==> src/hdl/cpu_pkg.sv <==
// CPU shared definitions

package cpu_pkg;

	localparam int data_w = 8;	// Data bus and register width
	localparam int addr_w = 16;	// Address bus width

	// Status bit positions, 6502 layout
	localparam int flag_c = 0;	// Carry
	localparam int flag_z = 1;	// Zero
	localparam int flag_v = 6;	// Overflow
	localparam int flag_n = 7;	// Negative

	typedef enum logic [2:0] {
		alu_pass,	// Operand through, used by transfers
		alu_adc,
		alu_sbc,
		alu_and,
		alu_ora,	// Also loads, with a zero operand
		alu_eor,
		alu_inc,
		alu_dec
	} alu_op_t;

	typedef enum logic [1:0] {
		mode_implied,
		mode_immediate,
		mode_absolute,
		mode_relative
	} addr_mode_t;

	typedef enum logic [1:0] {
		reg_none,
		reg_a,
		reg_x,
		reg_y
	} reg_sel_t;

	// Opcode byte, whole or split into aaa bbb cc
	typedef union packed {
		logic [7:0] raw;
		struct packed {
			logic [2:0] aaa;	// Operation within group
			logic [2:0] bbb;	// Addressing mode
			logic [1:0] cc;	// Group
		} fields;
	} opcode_t;

endpackage

==> src/hdl/cpu_alu.sv <==
// Arithmetic and logic unit

`timescale 1ns/1ps

module cpu_alu import cpu_pkg::*; (
	input  alu_op_t           alu_op,
	input  logic [data_w-1:0] operand,	// Register side
	input  logic [data_w-1:0] rdata,	// Memory side
	input  logic              carry_in,
	output logic [data_w-1:0] result,
	output logic [data_w-1:0] flags_out
);

	logic [data_w-1:0] addend;
	logic [data_w:0]   sum;

	always_comb begin
		// SBC is A + ~M + C, borrow shows as carry clear
		addend = (alu_op == alu_sbc) ? ~rdata : rdata;
		sum = {1'b0, operand} + {1'b0, addend} + {{data_w{1'b0}}, carry_in};
		result = operand;
		flags_out = '0;
		flags_out[flag_c] = carry_in;	// Untouched unless adding
		case (alu_op)
			alu_adc, alu_sbc: begin
				result = sum[data_w-1:0];
				flags_out[flag_c] = sum[data_w];
				// Like signs in, other sign out
				flags_out[flag_v] = (operand[data_w-1] == addend[data_w-1])
					&& (sum[data_w-1] != operand[data_w-1]);
			end
			alu_and: result = operand & rdata;
			alu_ora: result = operand | rdata;
			alu_eor: result = operand ^ rdata;
			alu_inc: result = operand + 1'b1;
			alu_dec: result = operand - 1'b1;
			default: result = operand;
		endcase
		flags_out[flag_n] = result[data_w-1];
		flags_out[flag_z] = (result == '0);
	end

endmodule

==> src/hdl/cpu_regs.sv <==
// Register file and status

`timescale 1ns/1ps

module cpu_regs import cpu_pkg::*; (
	input  logic              CLK,
	input  logic              rst,
	input  logic              reg_we,
	input  logic              flag_we,
	input  reg_sel_t          dst,
	input  reg_sel_t          src,
	input  logic [data_w-1:0] result,
	input  logic [data_w-1:0] flags_out,
	output logic [data_w-1:0] operand,
	output logic [data_w-1:0] store_data,
	output logic [data_w-1:0] flags
);

	logic [data_w-1:0] acc, idx_x, idx_y;

	always_ff @(posedge CLK) begin
		if (rst) begin
			acc <= '0;
			idx_x <= '0;
			idx_y <= '0;
			flags <= '0;
		end else begin
			if (reg_we) begin
				case (dst)
					reg_a: acc <= result;
					reg_x: idx_x <= result;
					reg_y: idx_y <= result;
					default: ;	// CLC SEC write no register
				endcase
			end
			if (flag_we) begin
				if (dst == reg_none) begin
					flags[flag_c] <= result[0];	// CLC gives 0, SEC gives 1
				end else begin
					flags[flag_n] <= flags_out[flag_n];
					flags[flag_z] <= flags_out[flag_z];
					if (dst == reg_a && src == reg_a) begin	// Accumulator ALU group
						flags[flag_c] <= flags_out[flag_c];
						flags[flag_v] <= flags_out[flag_v];
					end
				end
			end
		end
	end

	// Zero operand when no register, so loads pass memory through
	always_comb begin
		case (src)
			reg_a: operand = acc;
			reg_x: operand = idx_x;
			reg_y: operand = idx_y;
			default: operand = '0;
		endcase
		case (dst)
			reg_x: store_data = idx_x;
			reg_y: store_data = idx_y;
			default: store_data = acc;
		endcase
	end

endmodule

==> src/hdl/cpu_decode.sv <==
// Opcode latch and decoder

`timescale 1ns/1ps

module cpu_decode import cpu_pkg::*; (
	input  logic              CLK,
	input  logic              rst,
	input  logic              op_load,
	input  logic [data_w-1:0] rdata,
	input  logic [data_w-1:0] flags,
	output alu_op_t           alu_op,
	output addr_mode_t        mode,
	output reg_sel_t          dst,	// Register loaded, or stored for a store
	output reg_sel_t          src,	// ALU operand register
	output logic              is_store,
	output logic              is_jump,
	output logic              branch_taken,
	output logic              illegal
);

	opcode_t op;
	logic    is_branch;
	logic    cond_flag;

	always_ff @(posedge CLK) begin
		if (rst)
			op.raw <= '0;
		else if (op_load)
			op.raw <= rdata;
	end

	always_comb begin
		alu_op = alu_pass;
		mode = mode_implied;
		dst = reg_none;
		src = reg_none;
		is_store = 1'b0;
		is_jump = 1'b0;
		is_branch = 1'b0;
		illegal = 1'b0;
		case (op.raw)
			8'haa: begin dst = reg_x; src = reg_a; end	// TAX
			8'h8a: begin dst = reg_a; src = reg_x; end	// TXA
			8'he8: begin alu_op = alu_inc; dst = reg_x; src = reg_x; end	// INX
			8'hca: begin alu_op = alu_dec; dst = reg_x; src = reg_x; end	// DEX
			8'hc8: begin alu_op = alu_inc; dst = reg_y; src = reg_y; end	// INY
			8'h88: begin alu_op = alu_dec; dst = reg_y; src = reg_y; end	// DEY
			8'h18: alu_op = alu_pass;	// CLC, zero through
			8'h38: alu_op = alu_inc;	// SEC, zero plus one
			8'h90, 8'hb0, 8'hd0, 8'hf0: begin
				mode = mode_relative;
				is_branch = 1'b1;
			end
			8'h4c: begin mode = mode_absolute; is_jump = 1'b1; end
			default: begin
				// Group decode on the field view
				if (op.fields.cc == 2'b01 && op.fields.bbb[2:1] == 2'b01) begin
					mode = op.fields.bbb[0] ? mode_absolute : mode_immediate;
					dst = reg_a;
					src = reg_a;
					case (op.fields.aaa)
						3'b000: alu_op = alu_ora;
						3'b001: alu_op = alu_and;
						3'b010: alu_op = alu_eor;
						3'b011: alu_op = alu_adc;
						3'b100: begin	// STA, no immediate form
							is_store = 1'b1;
							illegal = !op.fields.bbb[0];
						end
						3'b101: begin alu_op = alu_ora; src = reg_none; end	// LDA
						3'b111: alu_op = alu_sbc;
						default: illegal = 1'b1;	// CMP
					endcase
				end else if (!op.fields.cc[0] && op.fields.aaa[2:1] == 2'b10
						&& (op.fields.bbb == 3'b000 || op.fields.bbb == 3'b011)) begin
					// LDX LDY STX STY
					mode = op.fields.bbb[0] ? mode_absolute : mode_immediate;
					dst = op.fields.cc[1] ? reg_x : reg_y;
					is_store = !op.fields.aaa[0];
					alu_op = alu_ora;	// Zero operand, memory byte through
					illegal = is_store && !op.fields.bbb[0];
				end else begin
					illegal = 1'b1;
				end
			end
		endcase
	end

	// Bit 6 picks Z over C, bit 5 the wanted value
	assign cond_flag = op.raw[6] ? flags[flag_z] : flags[flag_c];
	assign branch_taken = is_branch && (cond_flag == op.raw[5]);

endmodule

==> src/hdl/cpu_bus.sv <==
// Program counter and Wishbone master

`timescale 1ns/1ps

module cpu_bus import cpu_pkg::*; #(
	parameter logic [addr_w-1:0] reset_vector = 16'hfffc
) (
	input  logic              CLK,
	input  logic              rst,
	input  logic              bus_req,
	input  logic              bus_we,
	input  logic              addr_src,
	input  logic              pc_inc,
	input  logic              pc_load_vec,
	input  logic              pc_load_abs,
	input  logic              pc_add_rel,
	input  logic              adr_lo_we,
	input  logic              adr_hi_we,
	input  logic [data_w-1:0] store_data,
	input  logic [data_w-1:0] wb_dat_r,
	input  logic              wb_ack,
	output logic [data_w-1:0] rdata,
	output logic              bus_done,
	output logic              wb_cyc,
	output logic              wb_stb,
	output logic              wb_we,
	output logic [addr_w-1:0] wb_adr,
	output logic [data_w-1:0] wb_dat_w
);

	logic [addr_w-1:0] pc;
	logic [addr_w-1:0] adr;	// Operand address
	logic [addr_w-1:0] rel;	// Sign-extended branch offset

	assign rel = {{(addr_w-data_w){rdata[data_w-1]}}, rdata};

	// ----------------------------------------------------------------------
	// Program counter and operand address
	// ----------------------------------------------------------------------
	always_ff @(posedge CLK) begin
		if (rst)
			pc <= reset_vector;	// Vector bytes are read through pc
		else if (pc_load_vec || pc_load_abs)
			pc <= {rdata, adr[data_w-1:0]};	// High byte straight off the bus
		else if (pc_add_rel)
			pc <= pc + 1'b1 + rel;	// Offset counts from the next opcode
		else if (pc_inc)
			pc <= pc + 1'b1;
	end

	always_ff @(posedge CLK) begin
		if (adr_lo_we)
			adr[data_w-1:0] <= rdata;
		if (adr_hi_we)
			adr[addr_w-1:data_w] <= rdata;
	end

	// ----------------------------------------------------------------------
	// Wishbone classic, one transfer per request
	// ----------------------------------------------------------------------
	always_ff @(posedge CLK) begin
		if (rst) begin
			wb_cyc <= 1'b0;
			wb_we <= 1'b0;
			bus_done <= 1'b0;
		end else begin
			bus_done <= 1'b0;
			if (bus_req) begin
				wb_cyc <= 1'b1;
				wb_we <= bus_we;
			end else if (wb_cyc && wb_ack) begin
				wb_cyc <= 1'b0;	// Drop after the acknowledge edge
				wb_we <= 1'b0;
				bus_done <= 1'b1;
			end
		end
	end

	// Address and write data held for the whole cycle
	always_ff @(posedge CLK) begin
		if (bus_req) begin
			wb_adr <= addr_src ? adr : pc;
			wb_dat_w <= store_data;
		end
		if (wb_cyc && wb_ack && !wb_we)
			rdata <= wb_dat_r;	// Valid together with bus_done
	end

	assign wb_stb = wb_cyc;

endmodule

==> src/hdl/cpu_control.sv <==
// Instruction sequencer

`timescale 1ns/1ps

module cpu_control import cpu_pkg::*; #(
	parameter bit trap_illegal = 1'b1
) (
	input  logic       CLK,
	input  logic       rst,
	input  logic       bus_done,
	input  addr_mode_t mode,
	input  logic       branch_taken,
	input  logic       illegal,
	input  logic       is_store,
	input  logic       is_jump,
	output logic       bus_req,
	output logic       bus_we,
	output logic       addr_src,	// 0 program counter, 1 operand address
	output logic       pc_inc,
	output logic       pc_load_vec,
	output logic       pc_load_abs,
	output logic       pc_add_rel,
	output logic       adr_lo_we,
	output logic       adr_hi_we,
	output logic       op_load,
	output logic       reg_we,
	output logic       flag_we,
	output logic       sync,
	output logic       trap
);

	// ----------------------------------------------------------------------
	// States
	// ----------------------------------------------------------------------
	localparam logic [2:0] st_vec_lo   = 3'd0;	// Reset vector, low byte
	localparam logic [2:0] st_vec_hi   = 3'd1;
	localparam logic [2:0] st_fetch    = 3'd2;
	localparam logic [2:0] st_oper_lo  = 3'd3;	// Immediate, offset or address low
	localparam logic [2:0] st_oper_hi  = 3'd4;
	localparam logic [2:0] st_data     = 3'd5;	// Absolute read or write
	localparam logic [2:0] st_execute  = 3'd6;	// Dispatch after fetch
	localparam logic [2:0] st_trap     = 3'd7;

	logic [2:0] state, state_nx;
	logic       busy;	// Request issued, waiting for bus_done

	always_ff @(posedge CLK) begin
		if (rst) begin
			state <= st_vec_lo;
			busy <= 1'b0;
		end else begin
			state <= state_nx;
			if (bus_req)
				busy <= 1'b1;
			else if (bus_done)
				busy <= 1'b0;
		end
	end

	always_comb begin
		state_nx = state;
		bus_req = 1'b0;
		pc_inc = 1'b0;
		pc_load_vec = 1'b0;
		pc_load_abs = 1'b0;
		pc_add_rel = 1'b0;
		adr_lo_we = 1'b0;
		adr_hi_we = 1'b0;
		op_load = 1'b0;
		reg_we = 1'b0;
		flag_we = 1'b0;
		case (state)
			st_vec_lo: begin
				bus_req = !busy;
				if (bus_done) begin
					adr_lo_we = 1'b1;	// Park vector low byte
					pc_inc = 1'b1;
					state_nx = st_vec_hi;
				end
			end
			st_vec_hi: begin
				bus_req = !busy;
				if (bus_done) begin
					pc_load_vec = 1'b1;
					state_nx = st_fetch;
				end
			end
			st_fetch: begin
				bus_req = !busy;
				if (bus_done) begin
					op_load = 1'b1;
					pc_inc = 1'b1;
					state_nx = st_execute;
				end
			end
			st_execute: begin
				// Opcode valid from here on
				if (illegal) begin
					state_nx = trap_illegal ? st_trap : st_fetch;	// Else one-byte no-op
				end else if (mode == mode_implied) begin
					reg_we = 1'b1;
					flag_we = 1'b1;
					state_nx = st_fetch;
				end else begin
					bus_req = 1'b1;	// First operand byte, no extra cycle
					state_nx = st_oper_lo;
				end
			end
			st_oper_lo: begin
				if (bus_done) begin
					pc_inc = 1'b1;
					case (mode)
						mode_immediate: begin
							reg_we = 1'b1;
							flag_we = 1'b1;
							state_nx = st_fetch;
						end
						mode_relative: begin
							pc_add_rel = branch_taken;
							state_nx = st_fetch;
						end
						default: begin
							adr_lo_we = 1'b1;
							state_nx = st_oper_hi;
						end
					endcase
				end
			end
			st_oper_hi: begin
				bus_req = !busy;
				if (bus_done) begin
					pc_inc = !is_jump;
					pc_load_abs = is_jump;
					adr_hi_we = !is_jump;
					state_nx = is_jump ? st_fetch : st_data;
				end
			end
			st_data: begin
				bus_req = !busy;
				if (bus_done) begin
					reg_we = !is_store;
					flag_we = !is_store;
					state_nx = st_fetch;
				end
			end
			default: ;	// Trap holds until reset
		endcase
	end

	assign bus_we = (state == st_data) && is_store;
	assign addr_src = (state == st_data);
	assign sync = (state == st_fetch);
	assign trap = (state == st_trap);

endmodule

==> src/hdl/cpu_top.sv <==
// CPU core top level

`timescale 1ns/1ps

module cpu_top import cpu_pkg::*; #(
	parameter logic [addr_w-1:0] reset_vector = 16'hfffc,
	parameter bit trap_illegal = 1'b1
) (
	input  logic              CLK,
	input  logic              rst,
	output logic              wb_cyc,
	output logic              wb_stb,
	output logic              wb_we,
	output logic [addr_w-1:0] wb_adr,
	output logic [data_w-1:0] wb_dat_w,
	input  logic [data_w-1:0] wb_dat_r,
	input  logic              wb_ack,
	output logic              sync,
	output logic              trap
);

	// Control to bus
	logic bus_req, bus_we, addr_src, bus_done;
	logic pc_inc, pc_load_vec, pc_load_abs, pc_add_rel;
	logic adr_lo_we, adr_hi_we;
	// Control to decode and registers
	logic op_load, reg_we, flag_we;
	// Decode results
	alu_op_t    alu_op;
	addr_mode_t mode;
	reg_sel_t   dst, src;
	logic       is_store, is_jump, branch_taken, illegal;
	// Datapath
	logic [data_w-1:0] rdata, result, flags_out, operand, store_data, flags;

	cpu_control #(.trap_illegal(trap_illegal)) u_control (
		.CLK(CLK), .rst(rst), .bus_done(bus_done), .mode(mode),
		.branch_taken(branch_taken), .illegal(illegal), .is_store(is_store),
		.is_jump(is_jump), .bus_req(bus_req), .bus_we(bus_we), .addr_src(addr_src),
		.pc_inc(pc_inc), .pc_load_vec(pc_load_vec), .pc_load_abs(pc_load_abs),
		.pc_add_rel(pc_add_rel), .adr_lo_we(adr_lo_we), .adr_hi_we(adr_hi_we),
		.op_load(op_load), .reg_we(reg_we), .flag_we(flag_we), .sync(sync), .trap(trap)
	);

	cpu_decode u_decode (
		.CLK(CLK), .rst(rst), .op_load(op_load), .rdata(rdata), .flags(flags),
		.alu_op(alu_op), .mode(mode), .dst(dst), .src(src), .is_store(is_store),
		.is_jump(is_jump), .branch_taken(branch_taken), .illegal(illegal)
	);

	cpu_alu u_alu (
		.alu_op(alu_op), .operand(operand), .rdata(rdata), .carry_in(flags[flag_c]),
		.result(result), .flags_out(flags_out)
	);

	cpu_regs u_regs (
		.CLK(CLK), .rst(rst), .reg_we(reg_we), .flag_we(flag_we), .dst(dst), .src(src),
		.result(result), .flags_out(flags_out), .operand(operand),
		.store_data(store_data), .flags(flags)
	);

	cpu_bus #(.reset_vector(reset_vector)) u_bus (
		.CLK(CLK), .rst(rst), .bus_req(bus_req), .bus_we(bus_we), .addr_src(addr_src),
		.pc_inc(pc_inc), .pc_load_vec(pc_load_vec), .pc_load_abs(pc_load_abs),
		.pc_add_rel(pc_add_rel), .adr_lo_we(adr_lo_we), .adr_hi_we(adr_hi_we),
		.store_data(store_data), .wb_dat_r(wb_dat_r), .wb_ack(wb_ack), .rdata(rdata),
		.bus_done(bus_done), .wb_cyc(wb_cyc), .wb_stb(wb_stb), .wb_we(wb_we),
		.wb_adr(wb_adr), .wb_dat_w(wb_dat_w)
	);

endmodule

==> config.mk <==
export PLATFORM = sky130hd
export DESIGN_NAME = cpu_top
export DESIGN_NICKNAME = d
export VERILOG_FILES = /design/src/hdl/cpu_pkg.sv /design/src/hdl/cpu_alu.sv /design/src/hdl/cpu_regs.sv /design/src/hdl/cpu_decode.sv /design/src/hdl/cpu_bus.sv /design/src/hdl/cpu_control.sv /design/src/hdl/cpu_top.sv
export SDC_FILE = /design/constraint.sdc
export NUM_CORES = 1
export LEC_CHECK = 0
export BUFFER_PORTS_ARGS = -buffer_cell sky130_fd_sc_hd__buf_4
export CAP_MARGIN = 30
export CORE_UTILIZATION = 45
export DETAILED_ROUTE_END_ITERATION = 10
export HOLD_SLACK_MARGIN = 0.05
export SYNTH_ARGS = -nofsm -noshare
export SYNTH_HDL_FRONTEND = slang
export SYNTH_SLANG_ARGS = --single-unit
==> constraint.sdc <==
create_clock -name CLK -period 4.15 [get_ports CLK]
set_input_delay 0.83 -clock CLK [delete_from_list [all_inputs] [get_ports CLK]]
set_output_delay 0.83 -clock CLK [all_outputs]
set_load 0.05 [all_outputs]
==> results of run 1 <==
-- layout make-up --
type | count | area (um2) | area share, %
multi-input combinational | 604 | 4390 | 51.6
clock inverter | 6 | 72.6 | 0.853
inverter | 37 | 143 | 1.68
timing repair buffer | 106 | 812 | 9.55
clock buffer | 10 | 239 | 2.81
tap | 211 | 264 | 3.10
sequential | 105 | 2590 | 30.4
-- stage by stage --
stage,setup WS (ns),area (um2)
2_1_floorplan,0.0777,7190
6_report,0.0622,8500
3_5_place_dp,-0.0407,8040
3_3_place_gp,0.0889,8040
4_1_cts,0.0300,8360
5_1_grt,-0.0926,8500
-- state kept, by name, indices dropped and copies added, names as in the netlist --
name,flops
u_control.state,3
u_bus.adr,16
u_bus.wb_cyc,1
u_regs.acc,8
u_bus.wb_dat_w,8
u_decode.op,8
u_control.busy,1
u_regs.idx_y,8
u_bus.bus_done,1
u_bus.pc,16
u_regs.idx_x,8
u_bus.wb_adr,16
u_bus.wb_we,1
u_regs.flags,2
u_bus.rdata,8
-- layer usage --
layer / routed length [um] / part of all wire (%)
met1: 9450 / 46
met2: 9230 / 45
met3: 1270 / 6.2
met4: 620 / 3.0
met5: 0 / 0
-- power breakdown --
part,internal [W],total (W),switching [W]
clock,0.000493,0.000904,0.000411
sequential,0.00110,0.00111,0.0000151
combinational,0.0000725,0.000202,0.000130
-- worst max-delay path, delay by kind of cell, from the launching register on --
| kind | cells | cell delay (ns) |
|---|---|---|
| AOI/OAI and AO/OA | 8 | 1.60 |
| xor gates and xnor gates | 1 | 0.15 |
| adders and majority gates | 1 | 0.36 |
| buffers and inverters | 1 | 0.14 |
| DFF | 1 | 0.36 |
| and+or+nand+nor | 5 | 1.42 |
-- cell usage after synthesis (7+ instances only) --
| library cell | n | area share, % |
|---|---|---|
| xor2_1 | 15 | 1.8 |
| and3_1 | 13 | 1.1 |
| o21ai_0 | 33 | 2.3 |
| mux2i_1 | 39 | 5.4 |
| nand2b_1 | 11 | 0.96 |
| nor3_1 | 13 | 0.91 |
| nor2_1 | 81 | 4.2 |
| edfxtp_1 | 48 | 20 |
| nand2_1 | 78 | 4.1 |
| o211ai_1 | 7 | 0.73 |
| a211oi_1 | 8 | 0.84 |
| nand3_1 | 14 | 0.98 |
| ha_1 | 45 | 7.8 |
| xnor2_1 | 34 | 4.1 |
| dfxtp_1 | 57 | 16 |
| mux2_2 | 17 | 2.7 |
| buf_2 | 7 | 0.49 |
| clkbuf_1 | 26 | 1.4 |
| a221oi_1 | 15 | 1.8 |
| a22oi_1 | 11 | 1.1 |
| a21oi_1 | 48 | 3.3 |
| inv_1 | 37 | 1.9 |
-- logic make-up (layout without fill, tap and decap cells) --
logic type	count (synthesis)	in the layout	synth area share [%]
buffers and inverters	78	159	4.61
adders and majority gates	49	49	8.95
xor gates and xnor gates	49	49	5.97
and+or+nand+nor	262	262	18.3
muxes	56	56	8.10
AOI/OAI and AO/OA	188	188	18.2
DFF	105	105	35.9
-- worst max path at each step --
stage	start	end	slack, ns	depth (start not counted)
6_report	u_decode.op[2]$_SDFFE_PP0P_	u_regs.flags[1]$_SDFFE_PP0P_	0.06	16
5_1_grt	u_decode.op[2]$_SDFFE_PP0P_	u_regs.flags[1]$_SDFFE_PP0P_	-0.09	16
4_1_cts	u_decode.op[0]$_SDFFE_PP0P_	u_regs.acc[7]$_SDFFE_PP0P_	0.03	17
3_5_place_dp	u_decode.op[2]$_SDFFE_PP0P_	u_regs.flags[1]$_SDFFE_PP0P_	-0.04	16
3_3_place_gp	u_decode.op[0]$_SDFFE_PP0P_	u_regs.flags[1]$_SDFFE_PP0P_	0.09	18
2_1_floorplan	u_decode.op[6]$_SDFFE_PP0P_	u_regs.flags[1]$_SDFFE_PP0P_	0.08	18
-- repair_timing --
| item | in CTS | in global routing |
|---|---|---|
| endpoints found under the setup margin | 1 | 7 |
| setup buffers | 0 | 3 |
| gates resized for setup | 1 | 27 |
| pin swaps | 1 | 15 |
==> flow_metrics.py, run 1 <==
metrics = {
    "worst_setup_path": {
        "startpoint_type": "register",
        "cp_slowest_stage_delay_ns": 0.41,
        "critPathKind": "register to register",
        "crit_top_cell": "or3_1",
        "r2r_cells": 16,
        "reg2reg_from": "u_decode.op[2]$_SDFFE_PP0P_",
        "critPathMaxFanout": 4,
        "crit_required_ns": 4.46,
        "worstPathArrival_ns": 4.40,
        "crit_chain": "or3b_4 > a211o_4 > a222oi_1 > or2_4 > clkinvlp_4 > fa_2 > a21o_1 > a21oi_2 > xnor2_2 > o2bb2ai_2 > a221oi_2 > a22oi_2 > or3_1 > or3_1 > nor4_2 > a31o_1",
        "crit_path_end_kind": "register",
        "cpMaxStageDelayCell": "or3b_4",
        "r2r_slack_ns": 0.06,
        "r2r_end": "u_regs.flags[1]$_SDFFE_PP0P_",
    },
    "run": {
        "cap_violations": 0,
    },
    "synth": {
        "synth_cell_types": 76,
        "yosysSeqAreaShare_pct": 35.9,
        "syn_nets": 847,
        "syn_avg_cell_area_um2": 9.13,
        "ys.flop_type": "dfxtp_1",
        "synth-seq-cells": 105,
        "yosys_warnings": 0,
        "syn-cell-area_um2": 7180,
        "synth_edf_count": 48,
        "syn_inst": 787,
        "async_reset_ff_share_pct": 0,
    },
    "worst_hold_path": {
        "hp-start": "u_control.busy$_SDFFE_PP0P_",
        "hold_class": "register to register",
        "hold_depth": 2,
        "whs_endpoint": "u_control.busy$_SDFFE_PP0P_",
    },
    "floorplanning": {
        "coreArea_um2": 15400,
        "die_h_um": 128,
        "initial_utilization_pct": 46.7,
        "die-width_um": 128,
        "rows": 45,
        "ioPinCount": 40,
        "fp.dieArea_um2": 16500,
    },
    "global_route": {
        "grt_pass1_vias": 6013,
        "grt_overflow": 0,
        "use_met2_pct": 40.6,
        "grt_use_total_pct": 25.9,
        "grtUsageMet3_pct": 4.20,
        "grt_max_degree": 63,
        "use_met1_pct": 35.9,
        "grt_pass1_wl_um": 32600,
        "top_usage_layer": "met2",
        "antenna_found_initial": 0,
    },
    "sta": {
        "worstMarginPinSlew_ns": 0.941,
        "rsz0062_at_grt": "true",
        "clock.fmax_mhz": 245,
        "hold_viol": 0,
        "slew_viol_final": 0,
        "setup_viol": 0,
        "max_slew_margin_pct": 37.0,
        "tns_ns": 0,
        "fin_skew_ns": 0.0131,
        "holdWs_ns": 0.477,
        "finalCritPeriodShare_pct": 98.5,
        "min_period_ns": 4.09,
    },
    "place": {
        "gp_congestion": 0.965,
        "numPortBuffers": 39,
        "dp.final_hpwl_um": 15300,
        "dp_cells": 1060,
    },
    "cells_and_area": {
        "final_common_cell": "buf_4",
        "drive_above_1_share_pct": 21.7,
        "final_cell_mix": "buf_4, nor2_1, nand2_1, dfxtp_1, edfxtp_1",
        "diodes": 0,
        "nFillCells": 1418,
        "area_delta_synth_final_pct": 18.4,
        "nNetsFinal": 923,
        "final_cells": 1079,
        "final_util_pct": 55.3,
    },
    "drt": {
        "wirelength_um": 20600,
        "first_pass_iters": 7,
        "via_per_inst": 5.82,
        "drtAntennaViolNets": 0,
        "vias": 6284,
        "drt-wirelength-per-cell_um": 19.1,
        "post-route-drc-count": 0,
        "first_iter_violations": 681,
    },
    "clock_tree": {
        "cts_buffers": 9,
        "clk_pin_slew_worst_paths_ns": 0.08,
        "ctsHoldBuffers": 0,
        "htree_num_levels": 3,
        "clock_path_buffers": 2,
        "cts_root_buf": "clkbuf_16",
        "cts_tree": "built",
        "cts.sinks": 105,
        "insertion_delay_ns": 0.36,
    },
    "power_and_ir_drop": {
        "p_leak_nw": 3.36,
        "power_w": 0.00222,
        "powerDensity_nw_per_um2": 261,
        "vdd_ir_drop_max_mv": 0.172,
    },
    "outcome": {
        "outcome": "finished clean",
    },
}
Note: power is estimated with default switching activity, not from simulation.
==> inputs of run 2 (changes only) <==
--- a/config.mk
+++ b/config.mk
@@ -5,11 +5,13 @@
 export SDC_FILE = /design/constraint.sdc
 export NUM_CORES = 1
 export LEC_CHECK = 0
+export ABC_AREA = 1
 export BUFFER_PORTS_ARGS = -buffer_cell sky130_fd_sc_hd__buf_4
 export CAP_MARGIN = 30
 export CORE_UTILIZATION = 45
 export DETAILED_ROUTE_END_ITERATION = 10
 export HOLD_SLACK_MARGIN = 0.05
+export PLACE_DENSITY = 0.61
 export SYNTH_ARGS = -nofsm -noshare
 export SYNTH_HDL_FRONTEND = slang
 export SYNTH_SLANG_ARGS = --single-unit
==> run 2 against run 1 <==
  * Sequential power is essentially flat
  * Clock-buffer cell count grew 1
  * Sequential share of layout area grew 1.2 points
  * Core utilization shrank 3.9 points
  * Via count grew 4.9%
  * Area after synthesis grew 2.1%
  * Setup slack gained 0.49 ns
  * Power shrank 3.4%
  * Final cell count grew 15%
  * Global-route usage shrank 0.81 points
  * Critical path depth grew 9
  * Combinational power grew 7%
==> flow_metrics.py, run 2 <==
metrics = {
    "outcome": {
        "outcome": "finished clean",
    },
    "worst_setup_path": {
        "path_buf_inv": 1,
        "critPathMaxFanout": 10,
        "worstPathArrival_ns": 3.89,
        "startpoint_type": "register",
        "crit_required_ns": 4.44,
        "crit_path_end_kind": "register",
        "crit_top_cell": "nand2_1",
        "cp_slowest_stage_delay_ns": 0.52,
        "cpMaxStageDelayCell": "dfxtp_1",
        "critPathKind": "register to register",
        "critical-path-top-delay-family": "simple AND/OR/NAND/NOR gates",
    },
    "clock_tree": {
        "clk_pin_slew_worst_paths_ns": 0.07,
        "clock_path_buffers": 2,
        "ctsHoldBuffers": 0,
        "cts_tree": "built",
        "ctsResizeCount": 0,
        "cts_buffers": 9,
        "cts_root_buf": "clkbuf_16",
        "insertion_delay_ns": 0.36,
        "cts.sinks": 105,
        "cts_setup_buffers": 0,
        "htree_num_levels": 3,
    },
    "synth": {
        "syn_avg_cell_area_um2": 7.50,
        "synthTopCellsByArea": "edfxtp_1, dfxtp_1, nand2_1, ha_1, inv_1",
        "synth-seq-cells": 105,
        "synth_top_area_share_pct": 19.7,
        "synth_edf_count": 48,
        "muxShareOfSynthArea_pct": 0.137,
        "syn_nets": 1038,
        "synth_cell_types": 51,
        "async_reset_ff_share_pct": 0,
        "synth_area_leader_cell": "edfxtp_1",
        "ys_top_cells_by_count": "nand2_1, inv_1, a21oi_1, o21ai_0, nor2_1",
        "synth-simple-area-share_pct": 26.5,
        "syn_inst": 978,
        "yosys_warnings": 0,
        "syn-cell-area_um2": 7330,
        "ys.flop_type": "dfxtp_1",
        "synth_xor_area_share_pct": 3.94,
        "synthAdderAreaFrac_pct": 8.77,
        "synth_compound_area_share_pct": 16.5,
        "yosysSeqAreaShare_pct": 35.2,
        "synth_top_family_by_area": "simple AND/OR/NAND/NOR gates",
        "synth.most_common_cell": "nand2_1",
    },
    "global_route": {
        "grt_pass1_wl_um": 31600,
        "grt_use_total_pct": 25.1,
        "grt_overflow": 0,
        "antenna_found_initial": 0,
        "grt_max_degree": 30,
        "grt_pass1_vias": 5935,
    },
    "floorplanning": {
        "initial_utilization_pct": 46.2,
        "die-width_um": 130,
        "die_h_um": 130,
        "coreArea_um2": 15900,
        "rows": 46,
        "ioPinCount": 40,
        "fp.dieArea_um2": 16800,
    },
    "power_and_ir_drop": {
        "p_leak_nw": 3.67,
        "powerDensity_nw_per_um2": 262,
        "vdd_ir_drop_max_mv": 0.180,
    },
    "drt": {
        "first_iter_violations": 569,
        "drt-wirelength-per-cell_um": 16.1,
        "vias": 6590,
        "drtAntennaViolNets": 0,
        "post-route-drc-count": 0,
        "first_pass_iters": 5,
        "via_per_inst": 5.31,
        "wirelength_um": 19900,
    },
    "cells_and_area": {
        "area_delta_synth_final_pct": 11.4,
        "reg.largest.list": "u_bus.adr: 16 flops, u_bus.pc: 16 flops, u_bus.wb_adr: 16 flops",
        "drive_above_1_share_pct": 13.8,
        "diodes": 0,
        "final_common_cell": "nand2_1",
        "nNetsFinal": 1080,
        "final_cell_mix": "nand2_1, inv_1, a21oi_1, o21ai_0, nor2_1",
        "final_cells": 1241,
    },
    "run": {
        "cap_violations": 0,
    },
    "sta": {
        "max_slew_margin_pct": 41.2,
        "worst_slack_ns": 0.550,
        "hold_viol": 0,
        "slew_viol_final": 0,
        "finalCritPeriodShare_pct": 86.8,
        "setup_viol": 0,
        "tns_ns": 0,
        "worstMarginPinSlew_ns": 0.876,
        "rsz0062_at_grt": "false",
        "min_period_ns": 3.60,
        "clock.fmax_mhz": 278,
        "fin_skew_ns": 0.0113,
    },
    "place": {
        "dp.final_hpwl_um": 15200,
        "place_ws_ns": 0.618,
        "numPortBuffers": 39,
        "gp_congestion": 0.953,
        "dp_cells": 1225,
    },
    "worst_hold_path": {
        "hold_class": "register to register",
    },
}
==> run 2: changes by cell type in the layout (fill, tap and decap cells not counted), sizes merged, moves of 28 or more <==
cell   change
nand2    +181
inv      +110
buf       -55
o21ai     +50
mux2i     -38
a21oi     +36
nand3     +28
==> run 2: kinds of logic after synthesis <==
logic type / Yosys count
compound gates: 211
xor+xnor: 33
fa+ha+maj: 49
buf+inv: 169
flops: 105
mux: 1
simple gates: 410
==> run 2: cell type report <==
type	count	area, um2
Inverter	149	564
Tap cell	216	270
Clock buffer	11	233
Timing Repair Buffer	51	387
Fill cell	1567	7720
Multi-Input combinational cell	704	4090
Sequential cell	105	2580
Clock inverter	5	40.0
==> run 2: path summary, 6_finish.rpt <==
kind	start	end	slack [ns]	cells after the start
max	u_decode.op[5]$_SDFFE_PP0P_	u_regs.flags[1]$_SDFFE_PP0P_	0.55	25
min	u_regs.flags[0]$_SDFFE_PP0P_	u_regs.flags[0]$_SDFFE_PP0P_	0.47	2
max reg2reg	u_decode.op[5]$_SDFFE_PP0P_	u_regs.flags[1]$_SDFFE_PP0P_	0.55	25
min reg2reg	u_regs.flags[0]$_SDFFE_PP0P_	u_regs.flags[0]$_SDFFE_PP0P_	0.47	2
==> run 2: worst register-to-register path: stages, from the launching register on <==
cell and delay (ns):
dfxtp_1 0.52, inv_2 0.11, nand2_4 0.12, nor2_4 0.05, nand2_2 0.11, nand2_4 0.09, nor2_2 0.13, nand2_1 0.08
nor2b_2 0.34, nand2_1 0.10, nand2_1 0.18, ha_1 0.31, a21oi_1 0.22, nand2_1 0.09, nor2_1 0.09, nand3b_1 0.10
nand2_1 0.05, nor2_1 0.16, nand3_1 0.11, nand2_2 0.11, nand2_2 0.05, nor2_2 0.07, nand2_1 0.07, nor2_2 0.09
nand3_2 0.07, a21oi_2 0.11
==> run 2: metal layers <==
layer | share of wire [%] | track usage (%)
met1 | 50 | 37.8
met2 | 42 | 36.8
met3 | 7.0 | 4.34
met4 | 1.4 | 6.36
met5 | 0 | 0
==> run 2: metrics by stage <==
stage | area (um2) | total power, W | hold slack (ns) | util [%]
floorplan | 7330 | 0.00129 | 0.442 | -
global placement | 7880 | 0.00136 | 0.461 | 49.6
detailed placement | 7900 | 0.00136 | 0.457 | 49.7
CTS | 8170 | 0.00216 | 0.468 | 51.4
global route | 8170 | 0.00223 | 0.494 | 51.4
finish | 8170 | 0.00214 | 0.468 | 51.4
==> run 2: report_power, final <==
group          internal, W  switching, W
Clock             0.000414      0.000391
Sequential         0.00110     0.0000177
Combinational    0.0000707      0.000147
Total              0.00159      0.000555
